`config.mk`:
```
export PLATFORM = sky130hd
export DESIGN_NAME = pm_wrapper_top
export DESIGN_NICKNAME = d
export VERILOG_FILES = /design/src/source/pm_wrapper_pkg.sv /design/src/source/pm_cmd_if.sv /design/src/source/pm_count_if.sv /design/src/source/pm_req_sync.sv /design/src/source/pm_cfg_shift.sv /design/src/source/pm_ring_counter.sv /design/src/source/pm_sensor_ctrl.sv /design/src/source/pm_wrapper_top.sv
export SDC_FILE = /design/constraint.sdc
export NUM_CORES = 1
export LEC_CHECK = 0
export ABC_AREA = 0
export BUFFER_PORTS_ARGS = -buffer_cell sky130_fd_sc_hd__buf_4
export CAP_MARGIN = 20
export CORE_MARGIN = 3
export CORE_UTILIZATION = 25
export CTS_CLUSTER_DIAMETER = 50
export DETAILED_ROUTE_END_ITERATION = 16
export SLEW_MARGIN = 0
export SYNTH_ARGS = -nofsm -noshare
export SYNTH_HDL_FRONTEND = slang
export SYNTH_SLANG_ARGS = --single-unit
export TNS_END_PERCENT = 10
```
`constraint.sdc`:
```
create_clock -name rc_osc_i_after_mux -period 3.9 [get_ports rc_osc_i_after_mux]
set_input_delay 0.195 -clock rc_osc_i_after_mux [delete_from_list [all_inputs] [get_ports rc_osc_i_after_mux]]
set_output_delay 0.195 -clock rc_osc_i_after_mux [all_outputs]
set_load 0.02 [all_outputs]
```
`src/source/pm_wrapper_pkg.sv`:
```
/* command codes, sizes, FSM states and the sensor config word
   shared by the power-monitor wrapper */
package pm_wrapper_pkg;

  // ------------------------------
  // sizes
  // ------------------------------
  // three speed rings plus the rc ring
  parameter int NUM_SENSORS       = 4;
  parameter int CFG_BITS          = 8;
  parameter int SYNC_DEPTH_REQ    = 3;
  parameter int SYNC_DEPTH_SENSOR = 2;

  // host command as {shift_en, select_ctr}
  typedef enum logic [1:0] {
    CMD_DESELECT    = 2'b00,
    CMD_SELECT      = 2'b01,
    CMD_SHIFT_CFG   = 2'b10,
    CMD_SHIFT_COUNT = 2'b11
  } cmd_e;

  // wrapper FSM
  typedef enum logic [1:0] {
    ST_IDLE = 2'b00,
    ST_RUN  = 2'b01,
    ST_SAVE = 2'b11,
    ST_STOP = 2'b10
  } ctrl_state_e;

  // ------------------------------
  // sensor configuration word
  // ------------------------------
  // shifted in as a flat vector, read back as fields
  typedef union packed {
    logic [CFG_BITS-1:0] flat;
    struct packed {
      logic [1:0]             div_rc;
      logic [1:0]             div;
      logic [NUM_SENSORS-1:0] powerdown;
    } fields;
  } cfg_word_u;

endpackage

```
`src/source/pm_cmd_if.sv`:
```
/* decoded host command and its completion pulses */
`timescale 1ns/10ps

interface pm_cmd_if;

  logic                     cmd_valid;
  pm_wrapper_pkg::cmd_e     cmd;
  logic                     serial_bit;
  // one done pulse per command, from its owner
  logic                     cfg_done;
  logic                     ctrl_done;

  modport decoder (
    output cmd_valid, cmd, serial_bit,
    input  cfg_done, ctrl_done
  );

  modport cfg (
    input  cmd_valid, cmd, serial_bit,
    output cfg_done
  );

  modport ctrl (
    input  cmd_valid, cmd,
    output ctrl_done
  );

endinterface

```
`src/source/pm_count_if.sv`:
```
/* count enables, clear, busy flags and counts
   between the wrapper FSM and the ring counters */
`timescale 1ns/10ps

interface pm_count_if #(
  parameter int COUNTER_SIZE = 32
);

  logic [pm_wrapper_pkg::NUM_SENSORS-1:0] count_en;
  logic                                   clear;
  // busy is the counter side copy of count_en
  logic [pm_wrapper_pkg::NUM_SENSORS-1:0] busy;
  logic [COUNTER_SIZE-1:0]                count [pm_wrapper_pkg::NUM_SENSORS];

  modport ctrl (
    output count_en, clear,
    input  busy, count
  );

  modport counter (
    input  count_en, clear,
    output busy, count
  );

endinterface

```
`src/source/pm_req_sync.sv`:
```
/* host request synchronizer, command capture and decode,
   ack generation for the req/ack link */
`timescale 1ns/10ps

module pm_req_sync (
  input  logic      rc_osc_i_after_mux,
  input  logic      pmbw_rstn,
  input  logic      pmbw_req_i,
  input  logic      serial_in_i,
  input  logic      shift_en_i,
  input  logic      select_ctr_i,
  output logic      pmbw_ack_o,
  pm_cmd_if.decoder cmd_bus
);

  localparam int DEPTH = pm_wrapper_pkg::SYNC_DEPTH_REQ;

  logic [DEPTH-1:0]     req_sync_q;
  logic                 req_sync;
  logic                 taken_q;
  logic                 ack_q;
  logic                 serial_q;
  pm_wrapper_pkg::cmd_e cmd_q;

  // ------------------------------
  // request synchronizer
  // ------------------------------
  always_ff @(posedge rc_osc_i_after_mux or negedge pmbw_rstn) begin
    if (!pmbw_rstn) begin
      req_sync_q <= '0;
    end else begin
      req_sync_q <= {req_sync_q[DEPTH-2:0], pmbw_req_i};
    end
  end

  assign req_sync = req_sync_q[DEPTH-1];

  // command inputs are steady while req is high,
  // capture one stage early so they are ready with req_sync
  always_ff @(posedge rc_osc_i_after_mux or negedge pmbw_rstn) begin
    if (!pmbw_rstn) begin
      cmd_q    <= pm_wrapper_pkg::CMD_DESELECT;
      serial_q <= 1'b0;
    end else if (req_sync_q[DEPTH-2]) begin
      cmd_q    <= pm_wrapper_pkg::cmd_e'({shift_en_i, select_ctr_i});
      serial_q <= serial_in_i;
    end
  end

  // ------------------------------
  // issue and ack
  // ------------------------------
  always_ff @(posedge rc_osc_i_after_mux or negedge pmbw_rstn) begin
    if (!pmbw_rstn) begin
      taken_q <= 1'b0;
      ack_q   <= 1'b0;
    end else if (!req_sync) begin
      taken_q <= 1'b0;
      ack_q   <= 1'b0;
    end else begin
      if (cmd_bus.cmd_valid) begin
        taken_q <= 1'b1;
      end
      if (cmd_bus.cfg_done || cmd_bus.ctrl_done) begin
        ack_q <= 1'b1;
      end
    end
  end

  // single pulse per request
  assign cmd_bus.cmd_valid  = req_sync & ~ack_q & ~taken_q;
  assign cmd_bus.cmd        = cmd_q;
  assign cmd_bus.serial_bit = serial_q;
  assign pmbw_ack_o         = ack_q;

endmodule

```
`src/source/pm_cfg_shift.sv`:
```
/* serial sensor configuration shift register */
`timescale 1ns/10ps

module pm_cfg_shift (
  input  logic                      rc_osc_i_after_mux,
  input  logic                      pmbw_rstn,
  pm_cmd_if.cfg                     cmd_bus,
  output pm_wrapper_pkg::cfg_word_u cfg_o
);

  localparam int CFG_BITS = pm_wrapper_pkg::CFG_BITS;
  localparam int NUM_PD   = pm_wrapper_pkg::NUM_SENSORS;

  pm_wrapper_pkg::cfg_word_u cfg_q;
  logic                      shift_cfg;
  logic                      cfg_done_q;

  assign shift_cfg = cmd_bus.cmd_valid &&
                     (cmd_bus.cmd == pm_wrapper_pkg::CMD_SHIFT_CFG);

  // ------------------------------
  // shift register
  // ------------------------------
  // first bit in ends up in div_rc msb after a full word
  always_ff @(posedge rc_osc_i_after_mux or negedge pmbw_rstn) begin
    if (!pmbw_rstn) begin
      // sensors powered down, dividers cleared
      cfg_q.flat <= {{(CFG_BITS-NUM_PD){1'b0}}, {NUM_PD{1'b1}}};
      cfg_done_q <= 1'b0;
    end else begin
      cfg_done_q <= shift_cfg;
      if (shift_cfg) begin
        cfg_q.flat <= {cfg_q.flat[CFG_BITS-2:0], cmd_bus.serial_bit};
      end
    end
  end

  // shift commands complete here, whatever the FSM state
  assign cmd_bus.cfg_done = cfg_done_q;
  assign cfg_o            = cfg_q;

endmodule

```
`src/source/pm_ring_counter.sv`:
```
/* ring sensor clock synchronizer, rising edge detect
   and saturating edge counter with sticky overflow msb */
`timescale 1ns/10ps

module pm_ring_counter #(
  parameter int COUNTER_SIZE = 32
) (
  input  logic                    rc_osc_i_after_mux,
  input  logic                    pmbw_rstn,
  input  logic                    sensor_clk_i,
  input  logic                    idx_count_en_i,
  input  logic                    clear_i,
  output logic                    busy_o,
  output logic [COUNTER_SIZE-1:0] count_o
);

  localparam int DEPTH = pm_wrapper_pkg::SYNC_DEPTH_SENSOR;

  logic [DEPTH-1:0]        sclk_sync_q;
  logic                    sclk_prev_q;
  logic                    sclk_rise;
  logic                    busy_q;
  logic [COUNTER_SIZE-1:0] count_q;

  // ------------------------------
  // sync and edge detect
  // ------------------------------
  always_ff @(posedge rc_osc_i_after_mux or negedge pmbw_rstn) begin
    if (!pmbw_rstn) begin
      sclk_sync_q <= '0;
      sclk_prev_q <= 1'b0;
      busy_q      <= 1'b0;
    end else begin
      sclk_sync_q <= {sclk_sync_q[DEPTH-2:0], sensor_clk_i};
      sclk_prev_q <= sclk_sync_q[DEPTH-1];
      busy_q      <= idx_count_en_i;
    end
  end

  assign sclk_rise = sclk_sync_q[DEPTH-1] & ~sclk_prev_q;

  // counting follows busy, so the count is frozen once busy is low
  always_ff @(posedge rc_osc_i_after_mux or negedge pmbw_rstn) begin
    if (!pmbw_rstn) begin
      count_q <= '0;
    end else if (clear_i) begin
      count_q <= '0;
    end else if (busy_q && sclk_rise) begin
      if (&count_q[COUNTER_SIZE-2:0]) begin
        count_q[COUNTER_SIZE-1] <= 1'b1;
      end else begin
        count_q[COUNTER_SIZE-2:0] <= count_q[COUNTER_SIZE-2:0] + 1'b1;
      end
    end
  end

  assign busy_o  = busy_q;
  assign count_o = count_q;

endmodule

```
`src/source/pm_sensor_ctrl.sv`:
```
/* wrapper FSM with sensor power and divider control,
   count capture registers and serial count readout */
`timescale 1ns/10ps

module pm_sensor_ctrl #(
  parameter int COUNTER_SIZE = 32
) (
  input  logic                                   rc_osc_i_after_mux,
  input  logic                                   pmbw_rstn,
  input  pm_wrapper_pkg::cfg_word_u              cfg_i,
  pm_cmd_if.ctrl                                 cmd_bus,
  pm_count_if.ctrl                               cnt_bus,
  output logic                                   serial_out_o,
  output logic [pm_wrapper_pkg::NUM_SENSORS-1:0] sensor_pd_o,
  output logic [1:0]                             sensor_div_o,
  output logic [1:0]                             sensor_div_rc_o
);

  localparam int NS    = pm_wrapper_pkg::NUM_SENSORS;
  localparam int IDX_W = $clog2(NS);

  pm_wrapper_pkg::ctrl_state_e state_q;
  logic [NS-1:0]           count_en_q;
  logic [NS-1:0]           pd_q;
  logic [1:0]              div_q;
  logic [1:0]              div_rc_q;
  logic                    clear_q;
  logic                    serial_out_q;
  logic                    ctrl_done_q;
  logic [COUNTER_SIZE-1:0] cap_q [NS];
  logic                    rd_valid;
  logic [IDX_W-1:0]        rd_idx;
  logic                    shift_count;
  logic                    capture;

  // lowest-indexed enabled sensor feeds the readout
  always_comb begin
    rd_valid = 1'b0;
    rd_idx   = '0;
    for (int i = NS-1; i >= 0; i--) begin
      if (!cfg_i.fields.powerdown[i]) begin
        rd_valid = 1'b1;
        rd_idx   = IDX_W'(i);
      end
    end
  end

  assign shift_count = cmd_bus.cmd_valid &&
                       (cmd_bus.cmd == pm_wrapper_pkg::CMD_SHIFT_COUNT);
  // counts are stable once every busy flag has dropped
  assign capture = (state_q == pm_wrapper_pkg::ST_SAVE) && !(|cnt_bus.busy);

  // ------------------------------
  // FSM
  // ------------------------------
  always_ff @(posedge rc_osc_i_after_mux or negedge pmbw_rstn) begin
    if (!pmbw_rstn) begin
      state_q      <= pm_wrapper_pkg::ST_IDLE;
      count_en_q   <= '0;
      pd_q         <= '1;
      div_q        <= 2'b00;
      div_rc_q     <= 2'b00;
      clear_q      <= 1'b0;
      serial_out_q <= 1'b0;
      ctrl_done_q  <= 1'b0;
    end else begin
      clear_q     <= 1'b0;
      ctrl_done_q <= 1'b0;
      // readout is served in any state
      if (shift_count) begin
        serial_out_q <= rd_valid ? cap_q[rd_idx][COUNTER_SIZE-1] : 1'b0;
        ctrl_done_q  <= 1'b1;
      end
      case (state_q)
        pm_wrapper_pkg::ST_IDLE: begin
          if (cmd_bus.cmd_valid && cmd_bus.cmd == pm_wrapper_pkg::CMD_SELECT) begin
            div_q       <= cfg_i.fields.div;
            div_rc_q    <= cfg_i.fields.div_rc;
            clear_q     <= 1'b1;
            ctrl_done_q <= 1'b1;
            state_q     <= pm_wrapper_pkg::ST_RUN;
          end else if (cmd_bus.cmd_valid &&
                       cmd_bus.cmd == pm_wrapper_pkg::CMD_DESELECT) begin
            pd_q        <= '1;
            clear_q     <= 1'b1;
            ctrl_done_q <= 1'b1;
          end
        end
        pm_wrapper_pkg::ST_RUN: begin
          pd_q       <= cfg_i.fields.powerdown;
          count_en_q <= ~cfg_i.fields.powerdown;
          if (cmd_bus.cmd_valid && cmd_bus.cmd == pm_wrapper_pkg::CMD_DESELECT) begin
            state_q <= pm_wrapper_pkg::ST_SAVE;
          end
        end
        pm_wrapper_pkg::ST_SAVE: begin
          count_en_q <= '0;
          if (capture) begin
            state_q <= pm_wrapper_pkg::ST_STOP;
          end
        end
        pm_wrapper_pkg::ST_STOP: begin
          pd_q        <= '1;
          ctrl_done_q <= 1'b1;
          state_q     <= pm_wrapper_pkg::ST_IDLE;
        end
        default: state_q <= pm_wrapper_pkg::ST_IDLE;
      endcase
    end
  end

  // ------------------------------
  // capture and rotate
  // ------------------------------
  always_ff @(posedge rc_osc_i_after_mux) begin
    if (capture) begin
      for (int i = 0; i < NS; i++) begin
        if (!cfg_i.fields.powerdown[i]) begin
          cap_q[i] <= cnt_bus.count[i];
        end
      end
    end else if (shift_count && rd_valid) begin
      // rotate so a second read sees the same value
      cap_q[rd_idx] <= {cap_q[rd_idx][COUNTER_SIZE-2:0], cap_q[rd_idx][COUNTER_SIZE-1]};
    end
  end

  assign cnt_bus.count_en  = count_en_q;
  assign cnt_bus.clear     = clear_q;
  assign cmd_bus.ctrl_done = ctrl_done_q;
  assign serial_out_o      = serial_out_q;
  assign sensor_pd_o       = pd_q;
  assign sensor_div_o      = div_q;
  assign sensor_div_rc_o   = div_rc_q;

endmodule

```
`src/source/pm_wrapper_top.sv`:
```
/* power-monitor sensor wrapper top: request decoder, config shift,
   control FSM and one edge counter per ring sensor */
`timescale 1ns/10ps

module pm_wrapper_top #(
  parameter int COUNTER_SIZE = 32
) (
  input  logic                                   rc_osc_i_after_mux,
  input  logic                                   pmbw_rstn,
  // host req/ack link
  input  logic                                   pmbw_req_i,
  input  logic                                   serial_in_i,
  input  logic                                   shift_en_i,
  input  logic                                   select_ctr_i,
  output logic                                   pmbw_ack_o,
  output logic                                   serial_out_o,
  // ring sensors
  input  logic [pm_wrapper_pkg::NUM_SENSORS-1:0] sensor_clk_i,
  output logic [pm_wrapper_pkg::NUM_SENSORS-1:0] sensor_pd_o,
  output logic [1:0]                             sensor_div_o,
  output logic [1:0]                             sensor_div_rc_o
);

  pm_wrapper_pkg::cfg_word_u cfg_word;

  pm_cmd_if cmd_bus ();

  pm_count_if #(
    .COUNTER_SIZE (COUNTER_SIZE)
  ) cnt_bus ();

  // ------------------------------
  // host side
  // ------------------------------
  pm_req_sync u_req_sync (
    .rc_osc_i_after_mux (rc_osc_i_after_mux),
    .pmbw_rstn          (pmbw_rstn),
    .pmbw_req_i         (pmbw_req_i),
    .serial_in_i        (serial_in_i),
    .shift_en_i         (shift_en_i),
    .select_ctr_i       (select_ctr_i),
    .pmbw_ack_o         (pmbw_ack_o),
    .cmd_bus            (cmd_bus.decoder)
  );

  pm_cfg_shift u_cfg_shift (
    .rc_osc_i_after_mux (rc_osc_i_after_mux),
    .pmbw_rstn          (pmbw_rstn),
    .cmd_bus            (cmd_bus.cfg),
    .cfg_o              (cfg_word)
  );

  // ------------------------------
  // control and counters
  // ------------------------------
  pm_sensor_ctrl #(
    .COUNTER_SIZE (COUNTER_SIZE)
  ) u_sensor_ctrl (
    .rc_osc_i_after_mux (rc_osc_i_after_mux),
    .pmbw_rstn          (pmbw_rstn),
    .cfg_i              (cfg_word),
    .cmd_bus            (cmd_bus.ctrl),
    .cnt_bus            (cnt_bus.ctrl),
    .serial_out_o       (serial_out_o),
    .sensor_pd_o        (sensor_pd_o),
    .sensor_div_o       (sensor_div_o),
    .sensor_div_rc_o    (sensor_div_rc_o)
  );

  // one counter per sensor, each on its own slice of cnt_bus
  for (genvar i = 0; i < pm_wrapper_pkg::NUM_SENSORS; i++) begin : gen_ring_counter
    pm_ring_counter #(
      .COUNTER_SIZE (COUNTER_SIZE)
    ) u_ring_counter (
      .rc_osc_i_after_mux (rc_osc_i_after_mux),
      .pmbw_rstn          (pmbw_rstn),
      .sensor_clk_i       (sensor_clk_i[i]),
      .idx_count_en_i     (cnt_bus.count_en[i]),
      .clear_i            (cnt_bus.clear),
      .busy_o             (cnt_bus.busy[i]),
      .count_o            (cnt_bus.count[i])
    );
  end

endmodule

```
Word-level counts from Yosys, hierarchy flattened
Memory sizes are Yosys's and may differ from the RTL's.
Index checks and enable logic that the tools add are counted.
{"block": "word_totals", "regBits": 178, "ram_bits": 128, "input_bits": 10, "out_inout_bits": 10, "elab_cells": 172, "n_memories": 1}
{"block": "op_classes", "add_sub_neg": 4, "eq_ne": 17, "n_mux": 61, "n_bitwise": 13, "reduce_logical": 41}
{"memory": "u_sensor_ctrl.cap_q", "words": 4, "width": 32, "rd": 1, "rd_clocked_by_memory_dff": 0, "wr": 4, "line": "pm_sensor_ctrl.sv:30", "text": "logic [COUNTER_SIZE-1:0] cap_q [NS];"}
{"op": "32-bit two-way mux", "n": 9}
{"op": "31-bit by 1-bit adder with 31-bit output (second input constant)", "n": 4}
{"op": "31-bit two-way mux", "n": 4}
{"op": "31-bit AND reduction", "n": 4}
{"op": "1-bit two-way mux", "n": 34}
{"op": "32-bit OR reduction", "n": 1}
{"op": "2-bit AND reduction", "n": 9}
{"op": "2-bit nonzero test", "n": 9}
{"op": "2-bit two-way mux", "n": 8}
{"op": "2-bit inequality test (second input constant)", "n": 6}
{"op": "4-bit one-hot mux with 3 select lines", "n": 1}
{"op": "1-bit logical AND", "n": 10}
{"op": "2-bit by 1-bit inequality test with 1-bit output (second input constant)", "n": 5}
{"op": "2-bit equality test (second input constant)", "n": 4}
{"op": "4-bit two-way mux", "n": 2}
{"op": "2-bit one-hot mux with 4 select lines", "n": 1}
{"op": "4-bit one-hot mux with 2 select lines", "n": 1}
{"op": "1-bit AND", "n": 6}
{"op": "1-bit inverter", "n": 6}
{"op": "3-bit AND reduction", "n": 2}
{"op": "2-bit by 1-bit equality test with 1-bit output (second input constant)", "n": 2}
{"op": "2-bit zero test", "n": 2}
{"op": "4-bit inverter", "n": 1}
{"op": "4-bit OR reduction", "n": 1}
{"op": "4 further kinds", "n": 4}

Longest topological paths before layout
{"block": "depth", "depth_word": 10, "mapped_depth": 8, "mapped_depth_nobuf": 6}

Hierarchy
Synthesis repeated with hierarchy kept, for this count alone.
{"block": "hier_totals", "cells_unflattened": 1423, "hier_area_um2": 15738.8}
{"mod": "pm_ring_counter", "instances": 4, "cells_per_inst": 205, "area_each_um2": 1986.9, "seq_area_each_um2": 900.9}
{"mod": "pm_sensor_ctrl", "instances": 1, "cells_per_inst": 569, "area_each_um2": 7185.6, "seq_area_each_um2": 4274.1}
{"mod": "pm_cfg_shift", "instances": 1, "cells_per_inst": 19, "area_each_um2": 344.1, "seq_area_each_um2": 230.2}
{"mod": "pm_req_sync", "instances": 1, "cells_per_inst": 15, "area_each_um2": 261.5, "seq_area_each_um2": 200.2}

Worst setup path before layout
OpenSTA, ideal clock, no wires.
{"block": "synth_path", "kind": "reg-to-reg", "from": "register gen_ring_counter[0].u_ring_counter.busy_q", "to": "memory u_sensor_ctrl.cap_q[0][0], enable pin", "setup_time_ps": 432, "arrival_ps": 2808, "required_ps": 3468, "setup_slack_ps": 660, "stages_incl_launch_ff": 4, "path_buffers": 0, "period_less_slack_ps": 3240, "cell_sequence": "dfrtp_1 or4_1 or2_2 a21oi_1"}
{"element": "start, declared", "line": "pm_ring_counter.sv:22", "text": "logic busy_q;"}
{"element": "start signal, assigned", "line": "pm_ring_counter.sv:36", "text": "busy_q <= idx_count_en_i;"}
{"element": "end, declared", "line": "pm_sensor_ctrl.sv:30"}

==> metrics.txt <==
detailed-route via count between 10000 and 15000; placer congestion estimate between 0.8 and 0.9; Crit Path Max Fanout 36; syn_area_per_cell around 11 um^2; multi-input combinational cell area around 6400 um^2; Initial Utilization 0.254; # fillers around 6000; first-pass GRT wire length 60800 um; ratio of cells with drive above 1 in the final layout 0.220; total negative setup slack 0 ns; Max Fclk between 300 and 400 MHz; worst min-delay path class in -> async; Tot Pwr about 10 mW; Die Height approximately 250 um; Pwr per Cell Area roughly 560 nW/um^2; core area between 50000 and 60000 um^2; width of the chip between 200 and 300 um; syn nets about 1300; max-slew violation count 0; Max Cap Violations 0; clk sink count 306; clock slew seen by the registers of the worst setup and hold paths 0.06 ns; WL per Instance approximately 18 um; die area about 63000 um^2; leakage power roughly 6.7 nW; antenna violations before repair 0; RSZ-0062 raised after global routing no; DRC errors left 0; Register Area approximately 8300 um^2; FF+latch count, synth 306; CTS buffer count 39; Port Buf Inserts 19; clock root buffer clkbuf_16; antenna viol nets, final 0; final setup violation count 0; Syn. warnings 0; wire length after detailed routing approximately 38000 um; Critical Path AT about 3.0 ns; Post-CTS Setup Inserts 0; peak supply drop 0.379 mV; min Tclk post-route approximately 2.8 ns; commonest cells after routing, fill and taps aside dfrtp_1 (169), mux2_2 (148), edfxtp_1 (128); Slew headroom 0.306; Post-CTS Resized 0; largest net degree at the start of global routing 124; outcome finished clean; vias per cell 5.05; Final Skew ~0.026 ns; worst skew pair latency between 0.5 and 0.6 ns; Crit. End Element flip-flop; sequential area share after synthesis 0.552; remaining global-route overflow 0; FFs w/ async S/R, synth 0.582; Initial DRC Count approximately 820; IO Pins 20; required time worst endpoint ~4.1 ns; Slew @ Worst Pin 1.03 ns; synth unique cells 80; buffer depth of the longest clock path 3; # nets final 1353; most common cell after layout, fill and taps aside dfrtp_1; TritonCTS clock tree done; worst reg2reg path depth 8; final hold viol count 0; number of diodes 0; critical path launch point type flip-flop; period utilisation layout 0.731; vias in the first global route 10700; Mapped Area 15100 um^2; Synth Instances between 1000 and 1500; number of flops mapped to enable cells by yosys about 130; dpl hpwl about 26000 um; Total Routing Usage GR 0.119; Syn-to-layout area delta 16.3%; Pre-Repair DR Iteration Count 5; cts hold-fix bufs 9; critical path type reg -> reg; Core Rows a little under 90; H-tree depth 2; Synth Flop Type dfrtp_1
-- layout make-up --
| cell class | count | share of cell area |
|---|---|---|
| Inverter | 19 | 0.00407 |
| Multi-Input combinational cell | 919 | 0.363 |
| Timing Repair Buffer | 54 | 0.0265 |
| Clock inverter | 23 | 0.0162 |
| Clock buffer | 49 | 0.0608 |
| Sequential cell | 306 | 0.475 |
| Tap cell | 773 | 0.0552 |
-- final timing paths --
kind	startpoint	end	slack, ns
max in group asynchronous	pmbw_rstn	gen_ring_counter[0].u_ring_counter.count_o[22]	2.63
min in group rc_osc_i_after_mux	sensor_clk_i[3]	gen_ring_counter[3].u_ring_counter.sclk_sync_q[0]	0.32
worst min-delay path	pmbw_rstn	gen_ring_counter[1].u_ring_counter.count_o[8]	0.22
worst min register to register	u_req_sync.req_sync_q[0]	u_req_sync.req_sync_q[1]	0.35
worst max-delay path	u_cfg_shift.cfg_o[0]	u_sensor_ctrl.cap_q[1][25]	1.05
worst max register to register	u_cfg_shift.cfg_o[0]	u_sensor_ctrl.cap_q[1][25]	1.05
-- metrics by stage --
stage / instances / util / area (um^2) / setup WS [ns] / hold WS, ns
3_5_place_dp: 2060 / 0.270 / 16000 / 1.04 / 0.305
6_report: 2143 / 0.295 / 17500 / 1.05 / 0.225
3_3_place_gp: 2060 / 0.270 / 16000 / 1.08 / 0.306
2_1_floorplan: 1318 / - / 15100 / 0.660 / -0.101
4_1_cts: 2141 / 0.295 / 17500 / 1.04 / 0.288
5_1_grt: 2143 / 0.295 / 17500 / 0.786 / 0.264
-- cell families (layout without fill, tap and decap cells) --
group                    after synthesis  in the layout  share of synthesized area
AND/OR/NAND/NOR                      452            452                      0.162
flip-flops                           306            306                      0.552
AO/OA/AOI/OAI                        281            281                      0.123
multiplexers                         155            155                      0.116
buffers and inverters                 93            145                     0.0280
XOR/XNOR                              27             27                     0.0157
adder cells (fa/ha/maj)                4              4                    0.00332
-- routing by layer --
| layer | GRT usage | share of wire |
|---|---|---|
| met2 | 0.208 | 0.50 |
| met3 | 0.0168 | 0.043 |
| met1 | 0.154 | 0.43 |
| met5 | 0 | 0 |
| met4 | 0.0386 | 0.029 |
-- worst max-delay path, cell delays in order (launching register included) --
cell and delay, ns:
dfstp_2 0.37, buf_4 0.23, nand2_1 0.23, nor3_1 0.09, or3_1 0.49, nor3_4 0.15
buf_4 0.41, a21o_1 0.13, buf_4 0.38
-- flip-flops by register name, indices dropped and copies added, names as in the netlist --
| signal | flops |
|---|---|
| gen_ring_counter.u_ring_counter.busy_o | 4 |
| gen_ring_counter.u_ring_counter.count_o | 128 |
| gen_ring_counter.u_ring_counter.sclk_prev_q | 4 |
| gen_ring_counter.u_ring_counter.sclk_sync_q | 8 |
| u_cfg_shift.cfg_o | 8 |
| u_cfg_shift.cmd_bus.cfg_done | 1 |
| u_req_sync.cmd_bus.cmd | 2 |
| u_req_sync.cmd_bus.serial_bit | 1 |
| u_req_sync.pmbw_ack_o | 1 |
| u_req_sync.req_sync_q | 3 |
| u_req_sync.taken_q | 1 |
| u_sensor_ctrl.cap_q | 128 |
| u_sensor_ctrl.cmd_bus.ctrl_done | 1 |
| u_sensor_ctrl.cnt_bus.clear | 1 |
| u_sensor_ctrl.cnt_bus.count_en | 4 |
| u_sensor_ctrl.sensor_div_o | 2 |
| u_sensor_ctrl.sensor_div_rc_o | 2 |
| u_sensor_ctrl.sensor_pd_o | 4 |
| u_sensor_ctrl.serial_out_o | 1 |
| u_sensor_ctrl.state_q | 2 |
-- report_power, final --
group	switching [mW]	internal, mW	total [mW]
Sequential	0.336	3.84	4.18
Combinational	1.21	0.655	1.86
Clock	1.43	2.29	3.72
Total	2.97	6.78	9.75
-- cell usage after synthesis, types with 4 or more instances --
cell type	instances	area, um^2
or4_1	21	158
nand4_1	26	163
and4_1	16	140
o22a_1	4	35.0
and3_1	17	106
buf_2	15	75.1
and2_1	5	31.3
nor4_1	13	81.3
o31ai_1	20	150
nor2b_1	10	62.6
a2bb2oi_1	4	35.0
a21oi_1	84	420
dfstp_2	8	210
nor3_1	6	30.0
ha_1	4	50.1
buf_6	6	67.6
or3_1	51	319
xnor2_1	15	131
clkbuf_1	47	176
nand2_1	111	417
a31oi_1	37	231
o21ai_0	56	280
or2_2	5	31.3
and3b_1	4	35.0
o31a_1	4	35.0
nor2_1	105	394
a211oi_1	4	30.0
edfxtp_1	128	3840
mux2_2	148	1670
nand3_1	37	185
o221ai_1	31	272
dfrtp_1	170	4250
xor2_1	12	105
mux2i_1	4	40.0
inv_1	18	67.6
a31o_2	6	52.6
Note: power is estimated with default switching activity, not from simulation.
